--- src/source/eeprom_macros.svh ---
`ifndef EEPROM_MACROS_SVH
`define EEPROM_MACROS_SVH

`define EEPROM_ADDR_W 11
`define EEPROM_DATA_W 8
`define EEPROM_SCL_QUARTER 2 // CLK cycles per quarter of SCL

`define REG_ADDR_OFS 4'h0
`define REG_WDATA_OFS 4'h4
`define REG_CMD_OFS 4'h8
`define REG_STATUS_OFS 4'hC

`endif

--- src/source/axi_lite_pkg.sv ---
package axi_lite_pkg;

    // only the two codes this slave ever returns
    typedef enum logic [1:0] {
        OKAY   = 2'b00,
        SLVERR = 2'b10
    } axi_resp_t;

endpackage

--- src/source/eeprom_pkg.sv ---
`include "eeprom_macros.svh"

package eeprom_pkg;

    localparam logic [3:0] DEV_CODE = 4'b1010;

    // control byte, shifted raw but built from fields
    typedef union packed {
        logic [`EEPROM_DATA_W-1:0] raw;
        struct packed {
            logic [3:0] dev_code;
            logic [2:0] block; // address bits 10..8
            logic       rd;
        } f;
    } ctrl_byte_u;

    typedef enum logic [1:0] {
        START,
        STOP,
        SEND,
        RECV
    } byte_op_t;

    typedef enum logic [3:0] {
        S_IDLE,
        S_START,
        S_CTRL_W,
        S_ADDR_W,
        S_DATA_W,
        S_RESTART, // repeated start of a random read
        S_CTRL_R,
        S_DATA_R,
        S_STOP
    } seq_state_t;

endpackage

--- src/source/eeprom_cmd_if.sv ---
`timescale 1ns/1ps
`include "eeprom_macros.svh"

interface eeprom_cmd_if;

    logic                      req;
    logic                      is_read;
    logic [`EEPROM_ADDR_W-1:0] addr;
    logic [`EEPROM_DATA_W-1:0] wdata;
    logic                      busy;
    logic                      done;  // one cycle
    logic                      nack;  // valid with done
    logic [`EEPROM_DATA_W-1:0] rdata; // valid with done

    modport regs (
        output req, is_read, addr, wdata,
        input  busy, done, nack, rdata
    );

    modport seq (
        input  req, is_read, addr, wdata,
        output busy, done, nack, rdata
    );

endinterface

--- src/source/i2c_byte_if.sv ---
`timescale 1ns/1ps
`include "eeprom_macros.svh"

interface i2c_byte_if
    import eeprom_pkg::*;
();

    logic                      go;
    byte_op_t                  op;
    logic [`EEPROM_DATA_W-1:0] tx_byte;
    logic                      ready;
    logic [`EEPROM_DATA_W-1:0] rx_byte;
    logic                      ack_ok; // slave pulled sda low on bit 9

    modport seq (
        output go, op, tx_byte,
        input  ready, rx_byte, ack_ok
    );

    modport eng (
        input  go, op, tx_byte,
        output ready, rx_byte, ack_ok
    );

endinterface

--- src/source/eeprom_axi_regs.sv ---
`timescale 1ns/1ps
`include "eeprom_macros.svh"

module eeprom_axi_regs
    import axi_lite_pkg::*;
(
    input  logic             CLK,
    input  logic             RESET,
    input  logic [3:0]       awaddr,
    input  logic             awvalid,
    output logic             awready,
    input  logic [31:0]      wdata,
    input  logic [3:0]       wstrb,
    input  logic             wvalid,
    output logic             wready,
    output axi_resp_t        bresp,
    output logic             bvalid,
    input  logic             bready,
    input  logic [3:0]       araddr,
    input  logic             arvalid,
    output logic             arready,
    output logic [31:0]      rdata,
    output axi_resp_t        rresp,
    output logic             rvalid,
    input  logic             rready,
    eeprom_cmd_if.regs       cmd
);

    logic                      init_done;
    logic                      wr_fire;
    logic                      rd_fire;
    logic                      eng_busy;
    logic [`EEPROM_ADDR_W-1:0] addr_q;
    logic [`EEPROM_DATA_W-1:0] wdata_q;
    logic [`EEPROM_DATA_W-1:0] rbyte_q;
    logic                      done_q;
    logic                      nack_q;

    // req counts as busy so a second CMD cannot slip in before busy rises
    assign eng_busy = cmd.busy | cmd.req;

    assign awready = init_done & ~bvalid & awvalid & wvalid;
    assign wready  = awready;
    assign arready = init_done & ~rvalid;
    assign wr_fire = awready;
    assign rd_fire = arvalid & arready;

    assign cmd.addr  = addr_q;
    assign cmd.wdata = wdata_q;

    always_ff @(posedge CLK)
    begin
        if (RESET)
        begin
            init_done   <= 1'b0;
            bvalid      <= 1'b0;
            bresp       <= OKAY;
            rvalid      <= 1'b0;
            rresp       <= OKAY;
            rdata       <= '0;
            cmd.req     <= 1'b0;
            cmd.is_read <= 1'b0;
            addr_q      <= '0;
            wdata_q     <= '0;
            rbyte_q     <= '0;
            done_q      <= 1'b0;
            nack_q      <= 1'b0;
        end
        else
        begin
            init_done <= 1'b1;
            cmd.req   <= 1'b0;

            if (cmd.done)
            begin
                done_q  <= 1'b1;
                nack_q  <= cmd.nack;
                rbyte_q <= cmd.rdata;
            end

            if (bvalid && bready)
                bvalid <= 1'b0;
            if (rvalid && rready)
                rvalid <= 1'b0;

            if (wr_fire)
            begin
                bvalid <= 1'b1;
                bresp  <= OKAY;
                case (awaddr)
                    `REG_ADDR_OFS:
                    begin
                        if (wstrb[0])
                            addr_q[7:0] <= wdata[7:0];
                        if (wstrb[1])
                            addr_q[`EEPROM_ADDR_W-1:8] <= wdata[`EEPROM_ADDR_W-1:8];
                    end
                    `REG_WDATA_OFS:
                    begin
                        if (wstrb[0])
                            wdata_q <= wdata[`EEPROM_DATA_W-1:0];
                    end
                    `REG_CMD_OFS:
                    begin
                        if (eng_busy)
                            bresp <= SLVERR; // no effect while running
                        else
                        begin
                            done_q      <= 1'b0;
                            cmd.req     <= |wdata[1:0];
                            cmd.is_read <= wdata[1]; // read wins
                        end
                    end
                    default: bresp <= SLVERR; // status is read-only
                endcase
            end

            if (rd_fire)
            begin
                rvalid <= 1'b1;
                rresp  <= OKAY;
                case (araddr)
                    `REG_ADDR_OFS:   rdata <= 32'(addr_q);
                    `REG_WDATA_OFS:  rdata <= 32'(wdata_q);
                    `REG_CMD_OFS:    rdata <= '0;
                    `REG_STATUS_OFS: rdata <= {16'h0, rbyte_q, 5'h0, nack_q, done_q, eng_busy};
                    default:
                    begin
                        rdata <= '0;
                        rresp <= SLVERR;
                    end
                endcase
            end
        end
    end

endmodule

--- src/source/eeprom_ctrl_top.sv ---
`timescale 1ns/1ps

module eeprom_ctrl_top
    import axi_lite_pkg::*;
(
    input  logic        CLK,
    input  logic        RESET,
    input  logic [3:0]  awaddr,
    input  logic        awvalid,
    output logic        awready,
    input  logic [31:0] wdata,
    input  logic [3:0]  wstrb,
    input  logic        wvalid,
    output logic        wready,
    output axi_resp_t   bresp,
    output logic        bvalid,
    input  logic        bready,
    input  logic [3:0]  araddr,
    input  logic        arvalid,
    output logic        arready,
    output logic [31:0] rdata,
    output axi_resp_t   rresp,
    output logic        rvalid,
    input  logic        rready,
    output logic        scl,
    output logic        sda_drive_low, // open drain, high pulls sda low
    input  logic        sda_in
);

    eeprom_cmd_if cmd_bus ();
    i2c_byte_if   byte_bus ();

    eeprom_axi_regs u_regs (
        .CLK     (CLK),
        .RESET   (RESET),
        .awaddr  (awaddr),
        .awvalid (awvalid),
        .awready (awready),
        .wdata   (wdata),
        .wstrb   (wstrb),
        .wvalid  (wvalid),
        .wready  (wready),
        .bresp   (bresp),
        .bvalid  (bvalid),
        .bready  (bready),
        .araddr  (araddr),
        .arvalid (arvalid),
        .arready (arready),
        .rdata   (rdata),
        .rresp   (rresp),
        .rvalid  (rvalid),
        .rready  (rready),
        .cmd     (cmd_bus.regs)
    );

    eeprom_sequencer u_seq (
        .CLK   (CLK),
        .RESET (RESET),
        .cmd   (cmd_bus.seq),
        .bus   (byte_bus.seq)
    );

    i2c_byte_engine u_eng (
        .CLK           (CLK),
        .RESET         (RESET),
        .bus           (byte_bus.eng),
        .scl           (scl),
        .sda_drive_low (sda_drive_low),
        .sda_in        (sda_in)
    );

endmodule

--- src/source/eeprom_sequencer.sv ---
`timescale 1ns/1ps
`include "eeprom_macros.svh"

module eeprom_sequencer
    import eeprom_pkg::*;
(
    input  logic      CLK,
    input  logic      RESET,
    eeprom_cmd_if.seq cmd,
    i2c_byte_if.seq   bus
);

    seq_state_t                state;
    seq_state_t                nxt;
    logic                      is_read_q;
    logic [`EEPROM_ADDR_W-1:0] addr_q;
    logic [`EEPROM_DATA_W-1:0] wdata_q;
    logic                      op_done;
    logic                      ack_fail;

    function automatic byte_op_t op_of(seq_state_t s);
        case (s)
            S_START, S_RESTART: return START;
            S_STOP:             return STOP;
            S_DATA_R:           return RECV;
            default:            return SEND;
        endcase
    endfunction

    function automatic logic [`EEPROM_DATA_W-1:0] tx_of(seq_state_t s);
        ctrl_byte_u ctrl;
        ctrl.f.dev_code = DEV_CODE;
        ctrl.f.block    = addr_q[`EEPROM_ADDR_W-1:8];
        ctrl.f.rd       = (s == S_CTRL_R);
        case (s)
            S_CTRL_W, S_CTRL_R: return ctrl.raw;
            S_ADDR_W:           return addr_q[7:0];
            S_DATA_W:           return wdata_q;
            default:            return '0;
        endcase
    endfunction

    // ready falls the cycle after go, so ready with go low means finished
    assign op_done  = (state != S_IDLE) && !bus.go && bus.ready;
    assign ack_fail = !bus.ack_ok && ((state == S_CTRL_W) || (state == S_ADDR_W) ||
                                      (state == S_DATA_W) || (state == S_CTRL_R));

    always_comb
    begin
        case (state)
            S_START:   nxt = S_CTRL_W;
            S_CTRL_W:  nxt = S_ADDR_W;
            S_ADDR_W:  nxt = is_read_q ? S_RESTART : S_DATA_W;
            S_DATA_W:  nxt = S_STOP;
            S_RESTART: nxt = S_CTRL_R;
            S_CTRL_R:  nxt = S_DATA_R;
            S_DATA_R:  nxt = S_STOP;
            default:   nxt = S_IDLE;
        endcase
        if (ack_fail)
            nxt = S_STOP; // abort, still release the bus
    end

    always_ff @(posedge CLK)
    begin
        if (RESET)
        begin
            state    <= S_IDLE;
            bus.go   <= 1'b0;
            cmd.busy <= 1'b0;
            cmd.done <= 1'b0;
            cmd.nack <= 1'b0;
        end
        else
        begin
            bus.go   <= 1'b0;
            cmd.done <= 1'b0;
            if (state == S_IDLE)
            begin
                if (cmd.req)
                begin
                    state    <= S_START;
                    bus.go   <= 1'b1;
                    cmd.busy <= 1'b1;
                    cmd.nack <= 1'b0;
                end
            end
            else if (op_done)
            begin
                state <= nxt;
                if (ack_fail)
                    cmd.nack <= 1'b1;
                if (state == S_STOP)
                begin
                    cmd.busy <= 1'b0;
                    cmd.done <= 1'b1;
                end
                else
                    bus.go <= 1'b1; // next op right away
            end
        end
    end

    always_ff @(posedge CLK)
    begin
        if (state == S_IDLE && cmd.req)
        begin
            addr_q    <= cmd.addr;
            wdata_q   <= cmd.wdata;
            is_read_q <= cmd.is_read;
            bus.op    <= START;
        end
        else if (op_done && state != S_STOP)
        begin
            bus.op      <= op_of(nxt);
            bus.tx_byte <= tx_of(nxt);
        end

        if (op_done && state == S_DATA_R)
            cmd.rdata <= bus.rx_byte;
    end

endmodule

--- src/source/i2c_byte_engine.sv ---
`timescale 1ns/1ps
`include "eeprom_macros.svh"

module i2c_byte_engine
    import eeprom_pkg::*;
(
    input  logic    CLK,
    input  logic    RESET,
    i2c_byte_if.eng bus,
    output logic    scl,
    output logic    sda_drive_low,
    input  logic    sda_in
);

    localparam int DIV_W = $clog2(`EEPROM_SCL_QUARTER + 1);
    localparam int BIT_W = $clog2(`EEPROM_DATA_W + 1);

    logic                      active;
    byte_op_t                  op_q;
    logic [DIV_W-1:0]          div;
    logic [1:0]                qtr;     // quarter of the current bit
    logic [BIT_W-1:0]          bit_cnt; // 0..7 data, 8 ack
    logic [`EEPROM_DATA_W-1:0] shift;
    logic [`EEPROM_DATA_W-1:0] rx_shift;
    logic                      tick;
    logic                      ack_bit;
    logic                      sample;
    logic                      scl_nxt;
    logic                      sdl_nxt;

    assign tick    = (div == DIV_W'(`EEPROM_SCL_QUARTER - 1));
    assign ack_bit = (bit_cnt == BIT_W'(`EEPROM_DATA_W));
    assign sample  = tick && (qtr == 2'd2); // end of the high phase

    assign bus.ready   = ~active;
    assign bus.rx_byte = rx_shift;

    // line levels for the current quarter
    always_comb
    begin
        scl_nxt = (qtr == 2'd1) || (qtr == 2'd2);
        case (op_q)
            START:   sdl_nxt = qtr[1]; // falls while scl high
            STOP:
            begin
                scl_nxt = (qtr != 2'd0);
                sdl_nxt = ~qtr[1]; // rises while scl high
            end
            SEND:    sdl_nxt = !ack_bit && !shift[`EEPROM_DATA_W-1];
            default: sdl_nxt = 1'b0; // recv, nack on bit 9 too
        endcase
    end

    always_ff @(posedge CLK)
    begin
        if (RESET)
        begin
            active        <= 1'b0;
            op_q          <= START;
            div           <= '0;
            qtr           <= '0;
            bit_cnt       <= '0;
            scl           <= 1'b1;
            sda_drive_low <= 1'b0;
            bus.ack_ok    <= 1'b0;
        end
        else if (!active)
        begin
            if (bus.go)
            begin
                active  <= 1'b1;
                op_q    <= bus.op;
                div     <= '0;
                qtr     <= '0;
                bit_cnt <= '0;
            end
        end
        else
        begin
            scl           <= scl_nxt;
            sda_drive_low <= sdl_nxt;
            div           <= tick ? '0 : div + 1'b1;
            if (sample && op_q == SEND && ack_bit)
                bus.ack_ok <= !sda_in;
            if (tick)
            begin
                qtr <= qtr + 1'b1;
                if (qtr == 2'd3)
                begin
                    if (op_q == START || op_q == STOP || ack_bit)
                        active <= 1'b0;
                    else
                        bit_cnt <= bit_cnt + 1'b1;
                end
            end
        end
    end

    always_ff @(posedge CLK)
    begin
        if (!active && bus.go)
            shift <= bus.tx_byte;
        else if (active && tick && qtr == 2'd3)
            shift <= shift << 1; // msb first
        if (active && sample && op_q == RECV && !ack_bit)
            rx_shift <= {rx_shift[`EEPROM_DATA_W-2:0], sda_in};
    end

endmodule

--- config.mk ---
export PLATFORM = sky130hd
export DESIGN_NAME = eeprom_ctrl_top
export DESIGN_NICKNAME = d
export VERILOG_FILES = /design/src/source/axi_lite_pkg.sv /design/src/source/eeprom_pkg.sv /design/src/source/eeprom_cmd_if.sv /design/src/source/i2c_byte_if.sv /design/src/source/eeprom_axi_regs.sv /design/src/source/eeprom_ctrl_top.sv /design/src/source/eeprom_sequencer.sv /design/src/source/i2c_byte_engine.sv
export VERILOG_INCLUDE_DIRS = /design/src /design/src/source
export SDC_FILE = /design/constraint.sdc
export NUM_CORES = 1
export LEC_CHECK = 0
export ABC_AREA = 1
export BUFFER_PORTS_ARGS = -buffer_cell sky130_fd_sc_hd__buf_4
export CAP_MARGIN = 20
export CORE_MARGIN = 10
export CORE_UTILIZATION = 55
export DETAILED_ROUTE_END_ITERATION = 16
export PLACE_DENSITY_LB_ADDON = 0.05
export SETUP_SLACK_MARGIN = 0.02
export SYNTH_ARGS = -nofsm -noshare
export SYNTH_HDL_FRONTEND = slang
export SYNTH_HIERARCHICAL = 1
export SYNTH_SLANG_ARGS = --single-unit
--- constraint.sdc ---
create_clock -name CLK -period 2.9 [get_ports CLK]
set_clock_uncertainty 0.1 [all_clocks]
set_input_delay 0.435 -clock CLK [delete_from_list [all_inputs] [get_ports CLK]]
set_output_delay 0.435 -clock CLK [all_outputs]
set_load 0.03 [all_outputs]
==> impl_table.tex <==
\begin{tabular}{lr}
\hline
Metric & Value \\
\hline
\multicolumn{2}{l}{\textbf{Layout}} \\
Fraction of layout instances using a drive strength above 1 & 19.0\% \\
Net total in the final layout & 745 \\
Layout area overhead & 19.0\% \\
Ant diodes & 0 \\
Filler cell count in the final layout & 820 \\
Fin cells & 834 \\
\multicolumn{2}{l}{\textbf{Global route}} \\
Number of global-route vias before repair & 4,150 \\
GRT met1 Usage & 20.7\% \\
Global route hottest layer & met2 \\
Total congestion overflow & 0 \\
Pin count of the biggest net entering global routing & 32 \\
Met2 usage & 26.3\% \\
Global-route usage over all layers & 16.7\% \\
Met3 GRT Util & 5.26\% \\
First-pass GRT wire length & 19,700 um \\
Antenna violations before repair & 0 \\
\multicolumn{2}{l}{\textbf{Detailed routing}} \\
Router iterations before antenna repair & 8 \\
WL final & 11,800 um \\
Vias after detailed routing & 4,244 \\
WL per Instance & 14.2 um \\
Post-detailed-route via-to-cell ratio & 5.09 \\
Total DRC errors in the routed layout & 0 \\
Residual antenna-violating net count after detailed routing & 0 \\
Initial drt markers & 357 \\
\multicolumn{2}{l}{\textbf{Placement}} \\
Detail Placement HPWL & 8440 um \\
RD Place Congestion & 0.863 \\
Placed insts & 801 \\
Number of buffers added on ports & 53 \\
\multicolumn{2}{l}{\textbf{Hold path}} \\
Hold wc startpoint & rready \\
Hold WC Path Type & in -> reg \\
Number of stages on the worst hold path & 4 \\
Worst Hold Endpoint & u\_regs/rvalid \\
\multicolumn{2}{l}{\textbf{Pwr}} \\
Clock share of power & 44.4\% \\
Net switching power & 0.00130 W \\
Power per Cell Area & 737 nW/um\^{}2 \\
Relative contribution of combinational cells to total power & 12.9\% \\
Worst vdd rail ir drop & 0.415 mV \\
Sequential cell fraction of total power & 42.7\% \\
Static power due to leakage & 2.79 nW \\
Internal & 0.00357 W \\
Switching Fraction & 26.7\% \\
\multicolumn{2}{l}{\textbf{Critical path}} \\
Reg-to-reg startpoint & u\_eng/qtr[1] \\
Max incr delay on CP & 0.34 ns \\
Worst R2R Setup Slack & 0.86 ns \\
Startpoint type of the worst setup path & flop \\
Max stage delay cell, worst path & sky130\_fd\_sc\_hd\_\_dfxtp\_1 \\
Number of cell instances on the worst register-to-register path & 3 \\
Data required, critical path & 2.37 ns \\
Worst Setup Path Type & reg -> out \\
Capture instance of the worst register-to-register path & u\_eng/shift[2] \\
Top fanout value on the critical path & 9 \\
Worst path cell trace & inv\_1, nand4\_4, clkinv\_1, buf\_4 \\
Category of the worst setup path capture point & primary output \\
Worst EP arrival & 1.52 ns \\
\multicolumn{2}{l}{\textbf{Floorplanning}} \\
Die width & 120 um \\
Core area & 9820 sq um \\
Number of primary I/O pins & 95 \\
Die Area & 14,500 sq um \\
Die height & 120 um \\
Total number of placement rows & 36 \\
Starting utilization of the core area & 56.5\% \\
\multicolumn{2}{l}{\textbf{Timing}} \\
Remaining max-slew budget at the tightest pin & 30.6\% \\
Fmax achieved & 485 MHz \\
Clock period minus final worst setup slack & 2.06 ns \\
Actual transition at the worst max-transition pin & 1.03 ns \\
Final hold viol count & 0 \\
Tcrit/Tclk final & 71.0\% \\
Count of final max-slew check failures & 0 \\
RSZ-0062 raised after global routing & false \\
Final setup vio count & 0 \\
Setup TNS & 0 ns \\
\multicolumn{2}{l}{\textbf{Synthesis}} \\
Number of distinct standard cells referenced by the synthesized netlist & 38 \\
Count of synthesis-stage warnings from yosys & 6 \\
Number of instances in the synthesized netlist & 629 \\
Post-Syn Area & 5550 sq um \\
Async set-or-reset flop fraction in the synthesized netlist & 0\% \\
Average instance area after synthesis & 8.83 sq um \\
Number of flops mapped to enable cells by yosys & 52 \\
Most used standard cell by instance count after synthesis & sky130\_fd\_sc\_hd\_\_nand2\_1 \\
Post-synthesis register bit count & 128 \\
Biggest area contributors in the synthesized netlist & sky130\_fd\_sc\_hd\_\_edfxtp\_1, sky130\_fd\_sc\_hd\_\_dfxtp\_1, sky130\_fd\_sc\_hd\_\_nand2\_1 \\
Area share of the leading cell type in the synthesized netlist & 28.1\% \\
Biggest area consumer among synthesized cells & sky130\_fd\_sc\_hd\_\_edfxtp\_1 \\
Most frequent cells after synthesis & sky130\_fd\_sc\_hd\_\_nand2\_1, sky130\_fd\_sc\_hd\_\_nor2\_1, sky130\_fd\_sc\_hd\_\_nand3\_1 \\
Register area share after synthesis & 55.5\% \\
Most used flip-flop cell after synthesis & sky130\_fd\_sc\_hd\_\_dfxtp\_1 \\
\multicolumn{2}{l}{\textbf{Clock network}} \\
Num Clock Sinks & 128 \\
TritonCTS clock tree & built \\
Number of cells upsized or downsized after cts & 0 \\
Clock tree root buffer cell & sky130\_fd\_sc\_hd\_\_clkbuf\_8 \\
Post-CTS setup buffer count & 0 \\
Max clock buf depth & 2 \\
TritonCTS buffer count & 17 \\
Hold-fix buffer count after cts & 1 \\
Number of levels in the clock H-tree & 4 \\
Post-CTS clock slew at the launch and capture registers of the worst setup and hold paths & 0.06 ns \\
Skew-Pair Late Insertion Delay & 0.50 ns \\
\multicolumn{2}{l}{\textbf{Status}} \\
Result of the run & complete, no violations \\
\multicolumn{2}{l}{\textbf{Flow run}} \\
Max-cap violation count & 0 \\
\hline
\end{tabular}
## state kept, by name, summed over array words and instances, names as in the netlist, 2 cells and up
| signal | flops |
|---|---|
| u_eng/bit_cnt | 4 |
| u_eng/bus.rx_byte | 8 |
| u_eng/div | 2 |
| u_eng/op_q | 2 |
| u_eng/qtr | 2 |
| u_eng/shift | 8 |
| u_regs/cmd.addr | 11 |
| u_regs/cmd.wdata | 8 |
| u_regs/rbyte_q | 8 |
| u_regs/rdata | 16 |
| u_seq/addr_q | 11 |
| u_seq/bus.op | 2 |
| u_seq/bus.tx_byte | 8 |
| u_seq/cmd.rdata | 8 |
| u_seq/state | 4 |
| u_seq/wdata_q | 8 |
## cell type report
class / instances / area, sq um / share of cell area (%)
flip-flops and latches: 128 / 3080 / 46.6
multi-input cells: 419 / 2060 / 31.1
clock buffers: 24 / 536 / 8.10
repair buffers: 59 / 445 / 6.74
inverters: 63 / 239 / 3.62
well taps: 133 / 166 / 2.52
clock inverters: 8 / 85.1 / 1.29
## metal layers
layer	vias up	share of wire (%)	wire [um]
li1	2158	-	-
met1	1942	45	5290
met2	131	48	5680
met3	13	6.1	724
met4	0	1.3	148
met5	-	0	0
## worst max-delay path by stage
stage	start	to	slack, ns	depth (start not counted)
after floorplan	u_eng/bit_cnt[0]	u_eng/bus.rx_byte[0]	0.78	5
after global placement	u_eng/qtr[1]	u_eng/shift[6]	0.88	3
after detailed placement	u_eng/qtr[1]	u_eng/shift[5]	0.84	3
after CTS	u_regs/bvalid	awready	0.82	4
after global routing	u_eng/qtr[1]	u_eng/shift[2]	0.70	3
final	u_regs/bvalid	awready	0.84	4
## cells in the final DEF (no fill, tap or decap), types with 2 or more instances in the layout
cell                        netlist  layout
sky130_fd_sc_hd__nand3_1         82      82
sky130_fd_sc_hd__inv_6            0       3
sky130_fd_sc_hd__clkinv_1         2       2
sky130_fd_sc_hd__a211oi_1         2       2
sky130_fd_sc_hd__nor2_1          85      85
sky130_fd_sc_hd__edfxtp_1        52      52
sky130_fd_sc_hd__nor2_4           6       6
sky130_fd_sc_hd__clkinv_4         0       2
sky130_fd_sc_hd__dfxtp_1         76      76
sky130_fd_sc_hd__a22oi_1          5       5
sky130_fd_sc_hd__buf_4           21      58
sky130_fd_sc_hd__inv_4            1       2
sky130_fd_sc_hd__clkbuf_16        0      20
sky130_fd_sc_hd__clkbuf_1         2       2
sky130_fd_sc_hd__nor2_2          12      12
sky130_fd_sc_hd__inv_2            6       6
sky130_fd_sc_hd__inv_1           54      54
sky130_fd_sc_hd__conb_1           1      18
sky130_fd_sc_hd__nor3_1           5       5
sky130_fd_sc_hd__a21oi_1         28      28
sky130_fd_sc_hd__nand2_2          7       7
sky130_fd_sc_hd__nand2_4          6       6
sky130_fd_sc_hd__nand2_1        112     112
sky130_fd_sc_hd__o21ai_0         24      24
sky130_fd_sc_hd__clkbuf_8         0       2
sky130_fd_sc_hd__nor4_1           2       2
sky130_fd_sc_hd__nand4_1          7       7
sky130_fd_sc_hd__nand3_2          2       2
sky130_fd_sc_hd__ha_1             5       5
sky130_fd_sc_hd__o21ai_1          2       2
## worst max-delay path: cells and delay by family (launching register included)
family	cells	cell delay (ns)
flip-flops	1	0.34
AND/OR/NAND/NOR	1	0.11
buffers and inverters	3	0.59
## cell families (layout without fill, tap and decap cells)
kind of cell | after synthesis | count (layout) | share of synthesized area (%)
compound gates | 65 | 65 | 6.38
other cells | 1 | 18 | 0.0675
xor+xnor | 1 | 1 | 0.158
flops | 128 | 128 | 55.5
buf+inv | 99 | 154 | 8.61
simple gates | 330 | 330 | 28.1
fa+ha+maj | 5 | 5 | 1.13
## power groups by stage
| stage | Combinational [W] | Clock, W | Sequential, W |
|---|---|---|---|
| after floorplan | 0.000486 | 0 | 0.00212 |
| after global placement | 0.000613 | 0 | 0.00211 |
| after detailed placement | 0.000624 | 0 | 0.00211 |
| after CTS | 0.000629 | 0.00220 | 0.00208 |
| after global routing | 0.000710 | 0.00228 | 0.00209 |
| final | 0.000629 | 0.00216 | 0.00208 |
## per-stage QoR
step / worst slack (ns) / area, sq um / hold slack, ns / total power, W / util, %
2_1_floorplan: 0.777 / 5620 / 0.300 / 0.00260 / -
3_3_place_gp: 0.876 / 5980 / 0.304 / 0.00272 / 60.9
3_5_place_dp: 0.841 / 5980 / 0.322 / 0.00274 / 60.9
4_1_cts: 0.820 / 6610 / 0.0667 / 0.00490 / 67.3
5_1_grt: 0.703 / 6610 / 0.0872 / 0.00508 / 67.3
6_report: 0.840 / 6610 / 0.0901 / 0.00487 / 67.3
(Power assumes the default switching activity.)
